File: src/verilog/dcache_defs.svh
`ifndef DCACHE_DEFS_SVH
`define DCACHE_DEFS_SVH

// address and register widths
`define DC_XLEN          32
`define DC_WORD_BITS     32

// line geometry, direct mapped
`define DC_BLOCK_BYTES   8
`define DC_BLOCK_BITS    (`DC_BLOCK_BYTES * 8)
`define DC_BO_BITS       $clog2(`DC_BLOCK_BYTES)   // block offset
`define DC_N_LINES       16
`define DC_IDX_BITS      $clog2(`DC_N_LINES)
`define DC_TAG_BITS      (`DC_XLEN - `DC_IDX_BITS - `DC_BO_BITS)

// miss status table
`define DC_N_MSHR        4
`define DC_MSHR_IDX_BITS $clog2(`DC_N_MSHR)
`define DC_MSHR_CNT_BITS $clog2(`DC_N_MSHR + 1)   // free count, 0 to N

// memory port tag, zero means no response
`define DC_MEM_TAG_BITS  4

`endif
File: src/verilog/dcache_pkg.sv
`include "dcache_defs.svh"

package dcache_pkg;

    typedef logic [`DC_XLEN-1:0]         addr_t;
    typedef logic [`DC_BLOCK_BITS-1:0]   block_t;
    typedef logic [`DC_TAG_BITS-1:0]     line_tag_t;
    typedef logic [`DC_IDX_BITS-1:0]     line_idx_t;
    typedef logic [`DC_MEM_TAG_BITS-1:0] mem_tag_t;
    typedef logic [`DC_WORD_BITS-1:0]    word_t;

    // memory bus command
    typedef enum logic [1:0] {
        cmd_none  = 2'd0,
        cmd_load  = 2'd1,
        cmd_store = 2'd2
    } mem_cmd_e;

    typedef enum logic [1:0] {
        size_byte = 2'd0,
        size_half = 2'd1,
        size_word = 2'd2
    } mem_size_e;

    typedef enum logic {
        op_read  = 1'b0,
        op_write = 1'b1
    } mem_op_e;

    typedef enum logic [1:0] {
        st_ready     = 2'd0,
        st_wait_mshr = 2'd1,   // miss seen, waiting for table room
        st_wait_fill = 2'd2
    } dc_state_e;

    typedef struct packed {
        logic      valid;
        mem_op_e   op;
        mem_size_e size;
        addr_t     addr;
        word_t     wdata;
    } dc_request_t;

    typedef struct packed {
        logic  valid;
        word_t data;
    } dc_response_t;

    typedef struct packed {
        logic      valid;
        logic      dirty;
        line_tag_t tag;
        block_t    block;
    } cache_line_t;

    typedef struct packed {
        logic     valid;
        mem_op_e  op;
        mem_tag_t mem_tag;     // zero until the memory accepts
        addr_t    line_addr;
        block_t   block;
    } mshr_entry_t;

    // fill from the table or victim from the array
    typedef struct packed {
        logic   valid;
        addr_t  line_addr;
        block_t block;
    } line_xfer_t;

endpackage

File: src/verilog/dcache_top.sv
`timescale 1ns/10ps
`include "dcache_defs.svh"

module dcache_top (
    input  logic                     clock,
    input  logic                     reset,
    input  dcache_pkg::dc_request_t  dcache_request,
    output logic                     stall,
    output dcache_pkg::dc_response_t dcache_response,
    output dcache_pkg::mem_cmd_e     mem_command,
    output dcache_pkg::addr_t        mem_addr,
    output dcache_pkg::block_t       mem_data,
    input  dcache_pkg::mem_tag_t     mem_response,
    input  dcache_pkg::mem_tag_t     mem_fill_tag,
    input  dcache_pkg::block_t       mem_fill_data
);

    logic                         hit;
    dcache_pkg::cache_line_t      hit_line;
    logic                         store_en;
    dcache_pkg::line_xfer_t       alloc_req;
    dcache_pkg::line_xfer_t       fill;     // table to array and controller
    dcache_pkg::line_xfer_t       victim;   // array to table
    dcache_pkg::addr_t            lookup_addr;
    logic [`DC_MSHR_CNT_BITS-1:0] n_free;
    logic                         line_pending;

    dc_request_ctrl u_ctrl (
        .clock           (clock),
        .reset           (reset),
        .dcache_request  (dcache_request),
        .hit             (hit),
        .hit_line        (hit_line),
        .fill            (fill),
        .n_free          (n_free),
        .line_pending    (line_pending),
        .stall           (stall),
        .store_en        (store_en),
        .alloc_req       (alloc_req),
        .lookup_addr     (lookup_addr),
        .dcache_response (dcache_response)
    );

    // any pending entry blocks the request, so the kind of entry is not needed here
    dc_mshr u_mshr (
        .clock            (clock),
        .reset            (reset),
        .alloc_req        (alloc_req),
        .victim           (victim),
        .lookup_addr      (lookup_addr),
        .n_free           (n_free),
        .line_pending     (line_pending),
        .pending_is_write (),
        .mem_command      (mem_command),
        .mem_addr         (mem_addr),
        .mem_data         (mem_data),
        .mem_response     (mem_response),
        .mem_fill_tag     (mem_fill_tag),
        .mem_fill_data    (mem_fill_data),
        .fill             (fill)
    );

    dc_line_array u_array (
        .clock    (clock),
        .reset    (reset),
        .req      (dcache_request),
        .store_en (store_en),
        .hit      (hit),
        .hit_line (hit_line),
        .fill     (fill),
        .victim   (victim)
    );

endmodule

File: src/verilog/dc_request_ctrl.sv
`timescale 1ns/10ps
`include "dcache_defs.svh"

module dc_request_ctrl (
    input  logic                          clock,
    input  logic                          reset,
    input  dcache_pkg::dc_request_t       dcache_request,
    input  logic                          hit,
    input  dcache_pkg::cache_line_t       hit_line,
    input  dcache_pkg::line_xfer_t        fill,
    input  logic [`DC_MSHR_CNT_BITS-1:0]  n_free,
    input  logic                          line_pending,
    output logic                          stall,
    output logic                          store_en,
    output dcache_pkg::line_xfer_t        alloc_req,
    output dcache_pkg::addr_t             lookup_addr,
    output dcache_pkg::dc_response_t      dcache_response
);

    dcache_pkg::dc_state_e    state;
    dcache_pkg::dc_state_e    next_state;
    dcache_pkg::dc_request_t  req_q;        // request waiting on a miss
    logic                     hit_done;
    logic                     fill_match;
    logic                     can_alloc;
    dcache_pkg::dc_request_t  resp_req;
    dcache_pkg::block_t       resp_block;
    dcache_pkg::dc_response_t next_response;

    // pull the addressed field out of a line, zero extended
    function automatic dcache_pkg::word_t extract(
        input dcache_pkg::block_t      blk,
        input dcache_pkg::dc_request_t r
    );
        dcache_pkg::word_t      data;
        logic [`DC_BO_BITS-1:0] off;
        data = '0;
        off  = r.addr[`DC_BO_BITS-1:0];
        case (r.size)
            dcache_pkg::size_byte: data[7:0]  = blk[off*8 +: 8];
            dcache_pkg::size_half: data[15:0] = blk[(off >> 1)*16 +: 16];
            default:               data[31:0] = blk[(off >> 2)*32 +: 32];
        endcase
        return data;
    endfunction

    assign stall       = (state != dcache_pkg::st_ready);
    assign lookup_addr = req_q.addr;

    assign hit_done   = (state == dcache_pkg::st_ready) && dcache_request.valid && hit;
    assign fill_match = (state == dcache_pkg::st_wait_fill) && fill.valid &&
                        (fill.line_addr[`DC_XLEN-1:`DC_BO_BITS] == req_q.addr[`DC_XLEN-1:`DC_BO_BITS]);
    assign can_alloc  = (state == dcache_pkg::st_wait_mshr) && (n_free >= 2) && !line_pending;

    assign store_en = (hit_done && dcache_request.op == dcache_pkg::op_write) ||
                      (fill_match && req_q.op == dcache_pkg::op_write);

    assign alloc_req.valid     = can_alloc;
    assign alloc_req.line_addr = {req_q.addr[`DC_XLEN-1:`DC_BO_BITS], {`DC_BO_BITS{1'b0}}};
    assign alloc_req.block     = '0;

    always_comb begin
        next_state = state;
        case (state)
            dcache_pkg::st_ready: begin
                if (dcache_request.valid && !hit) next_state = dcache_pkg::st_wait_mshr;
            end
            dcache_pkg::st_wait_mshr: begin
                if (can_alloc) next_state = dcache_pkg::st_wait_fill;
            end
            dcache_pkg::st_wait_fill: begin
                if (fill_match) next_state = dcache_pkg::st_ready;
            end
            default: next_state = dcache_pkg::st_ready;
        endcase
    end

    // a hit answers from the array, a finished miss from the fill data
    assign resp_req   = hit_done ? dcache_request : req_q;
    assign resp_block = hit_done ? hit_line.block : fill.block;

    always_comb begin
        next_response.valid = hit_done || fill_match;
        next_response.data  = '0;   // stores return zero
        if (next_response.valid && resp_req.op == dcache_pkg::op_read) begin
            next_response.data = extract(resp_block, resp_req);
        end
    end

    always_ff @(posedge clock) begin
        if (reset) begin
            state           <= dcache_pkg::st_ready;
            dcache_response <= '0;
        end else begin
            state           <= next_state;
            dcache_response <= next_response;
        end
    end

    always_ff @(posedge clock) begin
        if (state == dcache_pkg::st_ready && dcache_request.valid && !hit) begin
            req_q <= dcache_request;
        end
    end

    a_state_known: assert property (@(posedge clock) disable iff (reset) !$isunknown(state));

endmodule

File: src/verilog/dc_mshr.sv
`timescale 1ns/10ps
`include "dcache_defs.svh"

module dc_mshr (
    input  logic                          clock,
    input  logic                          reset,
    input  dcache_pkg::line_xfer_t        alloc_req,
    input  dcache_pkg::line_xfer_t        victim,
    input  dcache_pkg::addr_t             lookup_addr,
    output logic [`DC_MSHR_CNT_BITS-1:0]  n_free,
    output logic                          line_pending,
    output logic                          pending_is_write,
    output dcache_pkg::mem_cmd_e          mem_command,
    output dcache_pkg::addr_t             mem_addr,
    output dcache_pkg::block_t            mem_data,
    input  dcache_pkg::mem_tag_t          mem_response,
    input  dcache_pkg::mem_tag_t          mem_fill_tag,
    input  dcache_pkg::block_t            mem_fill_data,
    output dcache_pkg::line_xfer_t        fill
);

    dcache_pkg::mshr_entry_t entries_q [`DC_N_MSHR];
    dcache_pkg::mshr_entry_t entries_d [`DC_N_MSHR];

    logic                         issue_valid;
    logic [`DC_MSHR_IDX_BITS-1:0] issue_idx;
    logic                         accept;
    logic                         fill_hit;
    logic [`DC_MSHR_IDX_BITS-1:0] fill_idx;
    logic                         found_a;
    logic                         found_b;
    logic [`DC_MSHR_IDX_BITS-1:0] free_a;   // first free slot
    logic [`DC_MSHR_IDX_BITS-1:0] free_b;   // second free slot

    // untagged entries only; writes beat reads, lowest index within each
    always_comb begin
        issue_valid = 1'b0;
        issue_idx   = '0;
        for (int i = `DC_N_MSHR-1; i >= 0; i--) begin
            if (entries_q[i].valid && entries_q[i].mem_tag == '0 &&
                entries_q[i].op == dcache_pkg::op_read) begin
                issue_valid = 1'b1;
                issue_idx   = i[`DC_MSHR_IDX_BITS-1:0];
            end
        end
        for (int i = `DC_N_MSHR-1; i >= 0; i--) begin
            if (entries_q[i].valid && entries_q[i].mem_tag == '0 &&
                entries_q[i].op == dcache_pkg::op_write) begin
                issue_valid = 1'b1;
                issue_idx   = i[`DC_MSHR_IDX_BITS-1:0];
            end
        end
    end

    always_comb begin
        if (!issue_valid) begin
            mem_command = dcache_pkg::cmd_none;
        end else if (entries_q[issue_idx].op == dcache_pkg::op_write) begin
            mem_command = dcache_pkg::cmd_store;
        end else begin
            mem_command = dcache_pkg::cmd_load;
        end
    end

    assign mem_addr = entries_q[issue_idx].line_addr;
    assign mem_data = entries_q[issue_idx].block;
    assign accept   = issue_valid && (mem_response != '0);

    // returning data is matched by the tag recorded at accept
    always_comb begin
        fill_hit = 1'b0;
        fill_idx = '0;
        for (int i = 0; i < `DC_N_MSHR; i++) begin
            if (entries_q[i].valid && entries_q[i].op == dcache_pkg::op_read &&
                mem_fill_tag != '0 && entries_q[i].mem_tag == mem_fill_tag) begin
                fill_hit = 1'b1;
                fill_idx = i[`DC_MSHR_IDX_BITS-1:0];
            end
        end
    end

    assign fill.valid     = fill_hit;
    assign fill.line_addr = entries_q[fill_idx].line_addr;
    assign fill.block     = mem_fill_data;

    // free slots and the pending check for the waiting request
    always_comb begin
        n_free           = '0;
        found_a          = 1'b0;
        found_b          = 1'b0;
        free_a           = '0;
        free_b           = '0;
        line_pending     = 1'b0;
        pending_is_write = 1'b0;
        for (int i = 0; i < `DC_N_MSHR; i++) begin
            if (!entries_q[i].valid) begin
                n_free = n_free + 1'b1;
                if (!found_a) begin
                    found_a = 1'b1;
                    free_a  = i[`DC_MSHR_IDX_BITS-1:0];
                end else if (!found_b) begin
                    found_b = 1'b1;
                    free_b  = i[`DC_MSHR_IDX_BITS-1:0];
                end
            end else if (entries_q[i].line_addr[`DC_XLEN-1:`DC_BO_BITS] ==
                         lookup_addr[`DC_XLEN-1:`DC_BO_BITS]) begin
                line_pending     = 1'b1;
                pending_is_write = (entries_q[i].op == dcache_pkg::op_write);
            end
        end
    end

    always_comb begin
        entries_d = entries_q;
        if (accept) begin
            if (entries_q[issue_idx].op == dcache_pkg::op_write) begin
                entries_d[issue_idx] = '0;   // memory took the store
            end else begin
                entries_d[issue_idx].mem_tag = mem_response;
            end
        end
        if (fill_hit) begin
            entries_d[fill_idx] = '0;
        end
        if (victim.valid) begin
            entries_d[free_a] = '{valid: 1'b1, op: dcache_pkg::op_write, mem_tag: '0,
                                  line_addr: victim.line_addr, block: victim.block};
        end
        if (alloc_req.valid) begin
            entries_d[victim.valid ? free_b : free_a] = '{valid: 1'b1,
                op: dcache_pkg::op_read, mem_tag: '0,
                line_addr: alloc_req.line_addr, block: '0};
        end
    end

    always_ff @(posedge clock) begin
        if (reset) begin
            for (int i = 0; i < `DC_N_MSHR; i++) begin
                entries_q[i].valid   <= 1'b0;
                entries_q[i].mem_tag <= '0;
            end
        end else begin
            entries_q <= entries_d;
        end
    end

    // the controller waits for two free slots so an eviction always lands
    a_alloc_capacity: assert property (@(posedge clock) disable iff (reset)
        (victim.valid || alloc_req.valid) |-> (n_free >= victim.valid + alloc_req.valid));

    // a returning tag always names a tagged read entry
    a_fill_is_read: assert property (@(posedge clock) disable iff (reset)
        (mem_fill_tag != '0) |-> fill_hit);

endmodule

File: src/verilog/dc_line_array.sv
`timescale 1ns/10ps
`include "dcache_defs.svh"

module dc_line_array (
    input  logic                    clock,
    input  logic                    reset,
    input  dcache_pkg::dc_request_t req,
    input  logic                    store_en,
    output logic                    hit,
    output dcache_pkg::cache_line_t hit_line,
    input  dcache_pkg::line_xfer_t  fill,
    output dcache_pkg::line_xfer_t  victim
);

    logic [`DC_N_LINES-1:0] line_valid;
    logic [`DC_N_LINES-1:0] line_dirty;
    dcache_pkg::line_tag_t  line_tag  [`DC_N_LINES];
    dcache_pkg::block_t     line_data [`DC_N_LINES];

    dcache_pkg::line_idx_t  req_idx;
    dcache_pkg::line_tag_t  req_tag;
    dcache_pkg::line_idx_t  fill_idx;
    dcache_pkg::line_tag_t  fill_tag;
    logic                   store_into_fill;   // store miss finishing on this fill
    dcache_pkg::block_t     store_base;
    dcache_pkg::block_t     store_block;

    // drop the byte, half or word of a store into its place in the line
    function automatic dcache_pkg::block_t merge_store(
        input dcache_pkg::block_t      blk,
        input dcache_pkg::dc_request_t r
    );
        dcache_pkg::block_t     merged;
        logic [`DC_BO_BITS-1:0] off;
        merged = blk;
        off    = r.addr[`DC_BO_BITS-1:0];
        case (r.size)
            dcache_pkg::size_byte: merged[off*8 +: 8] = r.wdata[7:0];
            dcache_pkg::size_half: merged[(off >> 1)*16 +: 16] = r.wdata[15:0];
            default:               merged[(off >> 2)*32 +: 32] = r.wdata[31:0];
        endcase
        return merged;
    endfunction

    assign req_idx  = req.addr[`DC_BO_BITS +: `DC_IDX_BITS];
    assign req_tag  = req.addr[`DC_XLEN-1 -: `DC_TAG_BITS];
    assign fill_idx = fill.line_addr[`DC_BO_BITS +: `DC_IDX_BITS];
    assign fill_tag = fill.line_addr[`DC_XLEN-1 -: `DC_TAG_BITS];

    assign hit_line.valid = line_valid[req_idx];
    assign hit_line.dirty = line_dirty[req_idx];
    assign hit_line.tag   = line_tag[req_idx];
    assign hit_line.block = line_data[req_idx];
    assign hit = req.valid && line_valid[req_idx] && (line_tag[req_idx] == req_tag);

    assign store_into_fill = fill.valid && store_en && (fill_idx == req_idx);
    assign store_base      = store_into_fill ? fill.block : line_data[req_idx];
    assign store_block     = merge_store(store_base, req);

    // the displaced line goes out in the fill cycle, clean ones are dropped
    always_comb begin
        victim.valid     = fill.valid && line_valid[fill_idx] && line_dirty[fill_idx];
        victim.line_addr = {line_tag[fill_idx], fill_idx, {`DC_BO_BITS{1'b0}}};
        victim.block     = line_data[fill_idx];
    end

    always_ff @(posedge clock) begin
        if (reset) begin
            line_valid <= '0;
            line_dirty <= '0;
        end else if (fill.valid) begin
            line_valid[fill_idx] <= 1'b1;
            line_dirty[fill_idx] <= store_into_fill;   // clean unless a store rides along
        end else if (store_en) begin
            line_dirty[req_idx] <= 1'b1;
        end
    end

    always_ff @(posedge clock) begin
        if (fill.valid) begin
            line_tag[fill_idx]  <= fill_tag;
            line_data[fill_idx] <= store_into_fill ? store_block : fill.block;
        end else if (store_en) begin
            line_data[req_idx] <= store_block;   // store hit
        end
    end

    // the controller only allocates reads for lines that missed here
    a_fill_not_resident: assert property (@(posedge clock) disable iff (reset)
        fill.valid |-> !(line_valid[fill_idx] && (line_tag[fill_idx] == fill_tag)));

endmodule

File: config.mk
export PLATFORM = sky130hd
export DESIGN_NAME = dcache_top
export DESIGN_NICKNAME = d
export VERILOG_FILES = /design/src/verilog/dcache_pkg.sv /design/src/verilog/dcache_top.sv /design/src/verilog/dc_request_ctrl.sv /design/src/verilog/dc_mshr.sv /design/src/verilog/dc_line_array.sv
export VERILOG_INCLUDE_DIRS = /design/src /design/src/verilog
export SDC_FILE = /design/constraint.sdc
export NUM_CORES = 2
export LEC_CHECK = 0
export BUFFER_PORTS_ARGS = -buffer_cell sky130_fd_sc_hd__buf_4
export CELL_PAD_IN_SITES_DETAIL_PLACEMENT = 2
export CELL_PAD_IN_SITES_GLOBAL_PLACEMENT = 2
export CORE_ASPECT_RATIO = 0.5
export CORE_MARGIN = 5
export CORE_UTILIZATION = 25
export CTS_CLUSTER_SIZE = 30
export DETAILED_ROUTE_END_ITERATION = 8
export GPL_TIMING_DRIVEN = 1
export HOLD_SLACK_MARGIN = 0.03
export MAX_ROUTING_LAYER = met4
export PLACE_DENSITY_LB_ADDON = 0.1
export SYNTH_ARGS = -nofsm -noshare
export SYNTH_HDL_FRONTEND = slang
export SYNTH_SLANG_ARGS = --single-unit
File: constraint.sdc
create_clock -name clock -period 11.7 [get_ports clock]
set_clock_uncertainty 0.1 [all_clocks]
set_input_delay 1.17 -clock clock [delete_from_list [all_inputs] [get_ports clock]]
set_output_delay 1.17 -clock clock [all_outputs]
set_load 0.01 [all_outputs]
==> metrics.md <==
| Metric | Value |
|---|---|
| Pwr per Cell Area | `181.9 nW/um2` |
| CTS tree | `built` |
| Crit path max fanout | `29` |
| Setup TNS | `0 ps` |
| Io pins | `274` |
| CTS Hold Bufs | `0` |
| CTS H-tree depth | `4` |
| Worst Setup Start Kind | `register` |
| RR Endpoint | `u_array.line_data[8][8]` |
| CP Capture Type | `register` |
| Vias in the first global route | `~90000` |
| CP Cell Sequence | `inv_2 -> or4_4 -> o211ai_1 -> o221ai_1 -> a32oi_1 -> nand4_1 -> nor4_1 -> buf_4 -> a32o_2 -> nand2_4 -> nor3_2 -> a21oi_1 -> nor2_4 -> buf_4 -> buf_4` |
| Arrival time worst endpoint | `approximately 8500 ps` |
| Synth unique cells | `between 100 and 150` |
| EDFF count, synth | `1847` |
| Initial core utilization | `25.04%` |
| Leakage | `41.34 nW` |
| I/O Buffers | `between 200 and 300` |
| Slew margin rel. | `under 10%` |
| Total Wirelength | `approximately 540 mm` |
| Core area | `between 400000 and 500000 um2` |
| Dpl ws | `2795 ps` |
| Die Span X | `930.7 um` |
| CP Capture Point | `u_array.line_data[8][8]` |
| Detail Placement HPWL | `346.6 mm` |
| Outcome | `finished, final reports clean` |
| Final Setup Violations | `0` |
| GPL Wtd Cong | `0.8494` |
| Part of the Yosys area used for sequential elements | `approximately 54%` |
| Cell repeated most along the worst path | `buf_4` |
| R2R depth | `15` |
| Vias per inst | `5.473` |
| Syn-to-layout area delta | `15.00%` |
| Min-Delay Path Class | `in -> reg` |
| CP max-delay cell | `or4_4` |
| Synth Warn # | `0` |
| Synth Area per Inst | `10.64 um2` |
| NumNets Final | `10057` |
| #FFs+latches synth | `1934` |
| Die Y | `470.3 um` |
| Clk sinks | `1934` |
| Worst setup margin | `3606 ps` |
| Largest net degree at the start of global routing | `166` |
| Final Cycle Share | `around 70%` |
| Post-CTS sizing | `0` |
| Total CTS buffers | `between 200 and 250` |
| All-layer global routing usage | `between 20% and 30%` |
| Transition time of the tightest slew-check pin | `roughly 1400 ps` |
| Number of setup buffers added after CTS | `0` |
| Most common cell after layout, fill and taps aside | `nand2_1` |
| Die ar. | `437700 um2` |
| RSZ-0062 raised after global routing | `false` |
| MaxCap Viol Count | `0` |
| Detailed Routing Iterations Pass 1 | `7` |
| CP required | `between 10000 and 15000 ps` |
| Hold_sp | `dcache_request[41]` |
| Initial antenna violation count | `25` |
| Maximum buffer depth of the clock tree | `4` |
| Minimum clock period after layout | `8094 ps` |
| CP peak stage delay | `800 ps` |
| # fillers | `45600` |
| DR WL/cell | `~34 um` |
| Async S/R FF share, synth | `0%` |
| DRT iter0 DRCs | `6734` |
| DRC viols | `0` |
| Commonest non-fill, non-tap cells in the layout | `1948 x nand2_1, 1847 x edfxtp_1, 1419 x nand3_1` |
| Clk Latency, worst-skew pair | `approximately 950 ps` |
| Final hold violation count | `0` |
| Overflow left after global routing | `0` |
| Gate Count Post-Synth | `9955` |
| Synthesized area | `106000 um2` |
| Reg2reg start | `u_mshr.entries_q[203]` |
| Final slew viol count | `0` |
| Worst reg2reg setup slack | `3610 ps` |
| Worst VDD drop | `0.1544 mV` |
| Max Clk Rate | `around 0.12 GHz` |
| Row Count | `169` |
| Clock Tree Root | `clkbuf_16` |
| CP Depth | `15` |
| Syn Nets | `10108` |
| Main flop type after synthesis | `edfxtp_1` |
| Critical path class | `reg -> reg` |
| Cell family with most CP delay | `simple AND/OR/NAND/NOR gates` |
| DRT antenna net count | `0` |
| Via Count | `86095` |
| Clock transition at path regs | `60 ps` |
| Worst path bufs/invs | `4` |
| First-pass GRT wire length | `747.6 mm` |
| Critical path origin | `u_mshr.entries_q[203]` |
| Share of layout cells above drive strength 1 | `15.02%` |
where the power goes:
part | internal (W) | switching [W] | leakage [nW]
clock network | 0.00383 | 0.00310 | 3.29
registers | 0.00801 | 0.000306 | 17.7
logic | 0.00191 | 0.00501 | 20.4
total | 0.0138 | 0.00841 | 41.3
cells in the mapped netlist, drive strengths merged (63+ instances only):
| cell type | count | area share (%) |
|---|---|---|
| buf | 225 | 1.1 |
| o21ai | 542 | 2.6 |
| a22oi | 63 | 0.45 |
| mux2 | 125 | 1.3 |
| inv | 71 | 0.25 |
| nand2b | 104 | 0.61 |
| nor2 | 333 | 1.2 |
| dfxtp | 87 | 1.6 |
| a31oi | 158 | 0.96 |
| nor2b | 297 | 1.8 |
| a21oi | 482 | 2.3 |
| mux2i | 181 | 1.7 |
| nor3 | 86 | 0.43 |
| xnor2 | 95 | 0.79 |
| clkbuf | 629 | 2.2 |
| nand2 | 1954 | 6.9 |
| mux4 | 382 | 8.1 |
| nand3 | 1420 | 6.7 |
| edfxtp | 1847 | 52 |
| a211oi | 159 | 1.1 |
layout make-up:
type                    instances  area, um2  share of cell area, %
flip-flops and latches       1934      57200                  46.95
multi-input cells            7095      45630                  37.45
well taps                    5643       7061                  5.795
clock buffers                 266       5687                  4.667
repair buffers                586       4893                  4.016
clock inverters               120       1056                 0.8667
inverters                      72      285.3                 0.2341
diodes                         14      35.03                0.02875
metal layers:
| layer | global-route usage, % | vias up | share of wire (%) |
|---|---|---|---|
| li1 | - | 37092 | - |
| met1 | 33.91 | 46710 | 47 |
| met2 | 39.03 | 1756 | 47 |
| met3 | 2.374 | 537 | 3.5 |
| met4 | 5.026 | 0 | 2.3 |
| met5 | - | - | 0 |
how the worst min path moves through the flow:
stage                                        end  slack [ps]  cells after the start
final                      u_ctrl.lookup_addr[9]         400                      1
after global routing       u_ctrl.lookup_addr[9]         320                      1
after CTS                  u_ctrl.lookup_addr[9]         300                      1
after detailed placement   u_array.line_valid[5]         390                      2
after global placement     u_array.line_valid[7]         380                      2
after floorplan           u_array.line_valid[10]         360                      2
sequential cells by signal, indices dropped and copies added (netlist names):
| signal | cells |
|---|---|
| u_array.line_data | 1024 |
| u_array.line_dirty | 16 |
| u_array.line_tag | 400 |
| u_array.line_valid | 16 |
| u_ctrl.dcache_response | 33 |
| u_ctrl.lookup_addr | 32 |
| u_ctrl.req_q | 3 |
| u_ctrl.state | 2 |
| u_mshr.entries_q | 408 |
kinds of logic (layout without fill, tap and decap cells):
group	Yosys count	count (layout)	share of synthesized area, %
buf+inv	926	1044	3.617
xor+xnor	145	145	1.199
other cells	0	14	0
mux	688	688	11.17
simple gates	4453	4453	19.31
compound gates	1798	1798	10.58
fa+ha+maj	11	11	0.1299
flops	1934	1934	53.99
worst register-to-register path, delay by kind of cell, from the launching register on:
family                 cells  cell delay, ps
and+or+nand+nor            6            3130
AOI/OAI and AO/OA          5            2050
buffers and inverters      4            1650
DFF                        1             670
per-stage QoR:
stage          utilization [%]  hold slack, ps  instance area (um2)  power [W]  instances
6_report                 28.80           397.6               121800    0.02216      15730
5_1_grt                  28.79           324.7               121800    0.02319      15725
4_1_cts                  28.79           303.2               121800    0.02254      15715
3_5_place_dp             27.19           391.1               115100    0.01553      15329
3_3_place_gp             27.19           375.7               115100    0.01546      15329
2_1_floorplan                -           357.3               106000    0.01186       9955
Power figures use the tool's default switching activity.
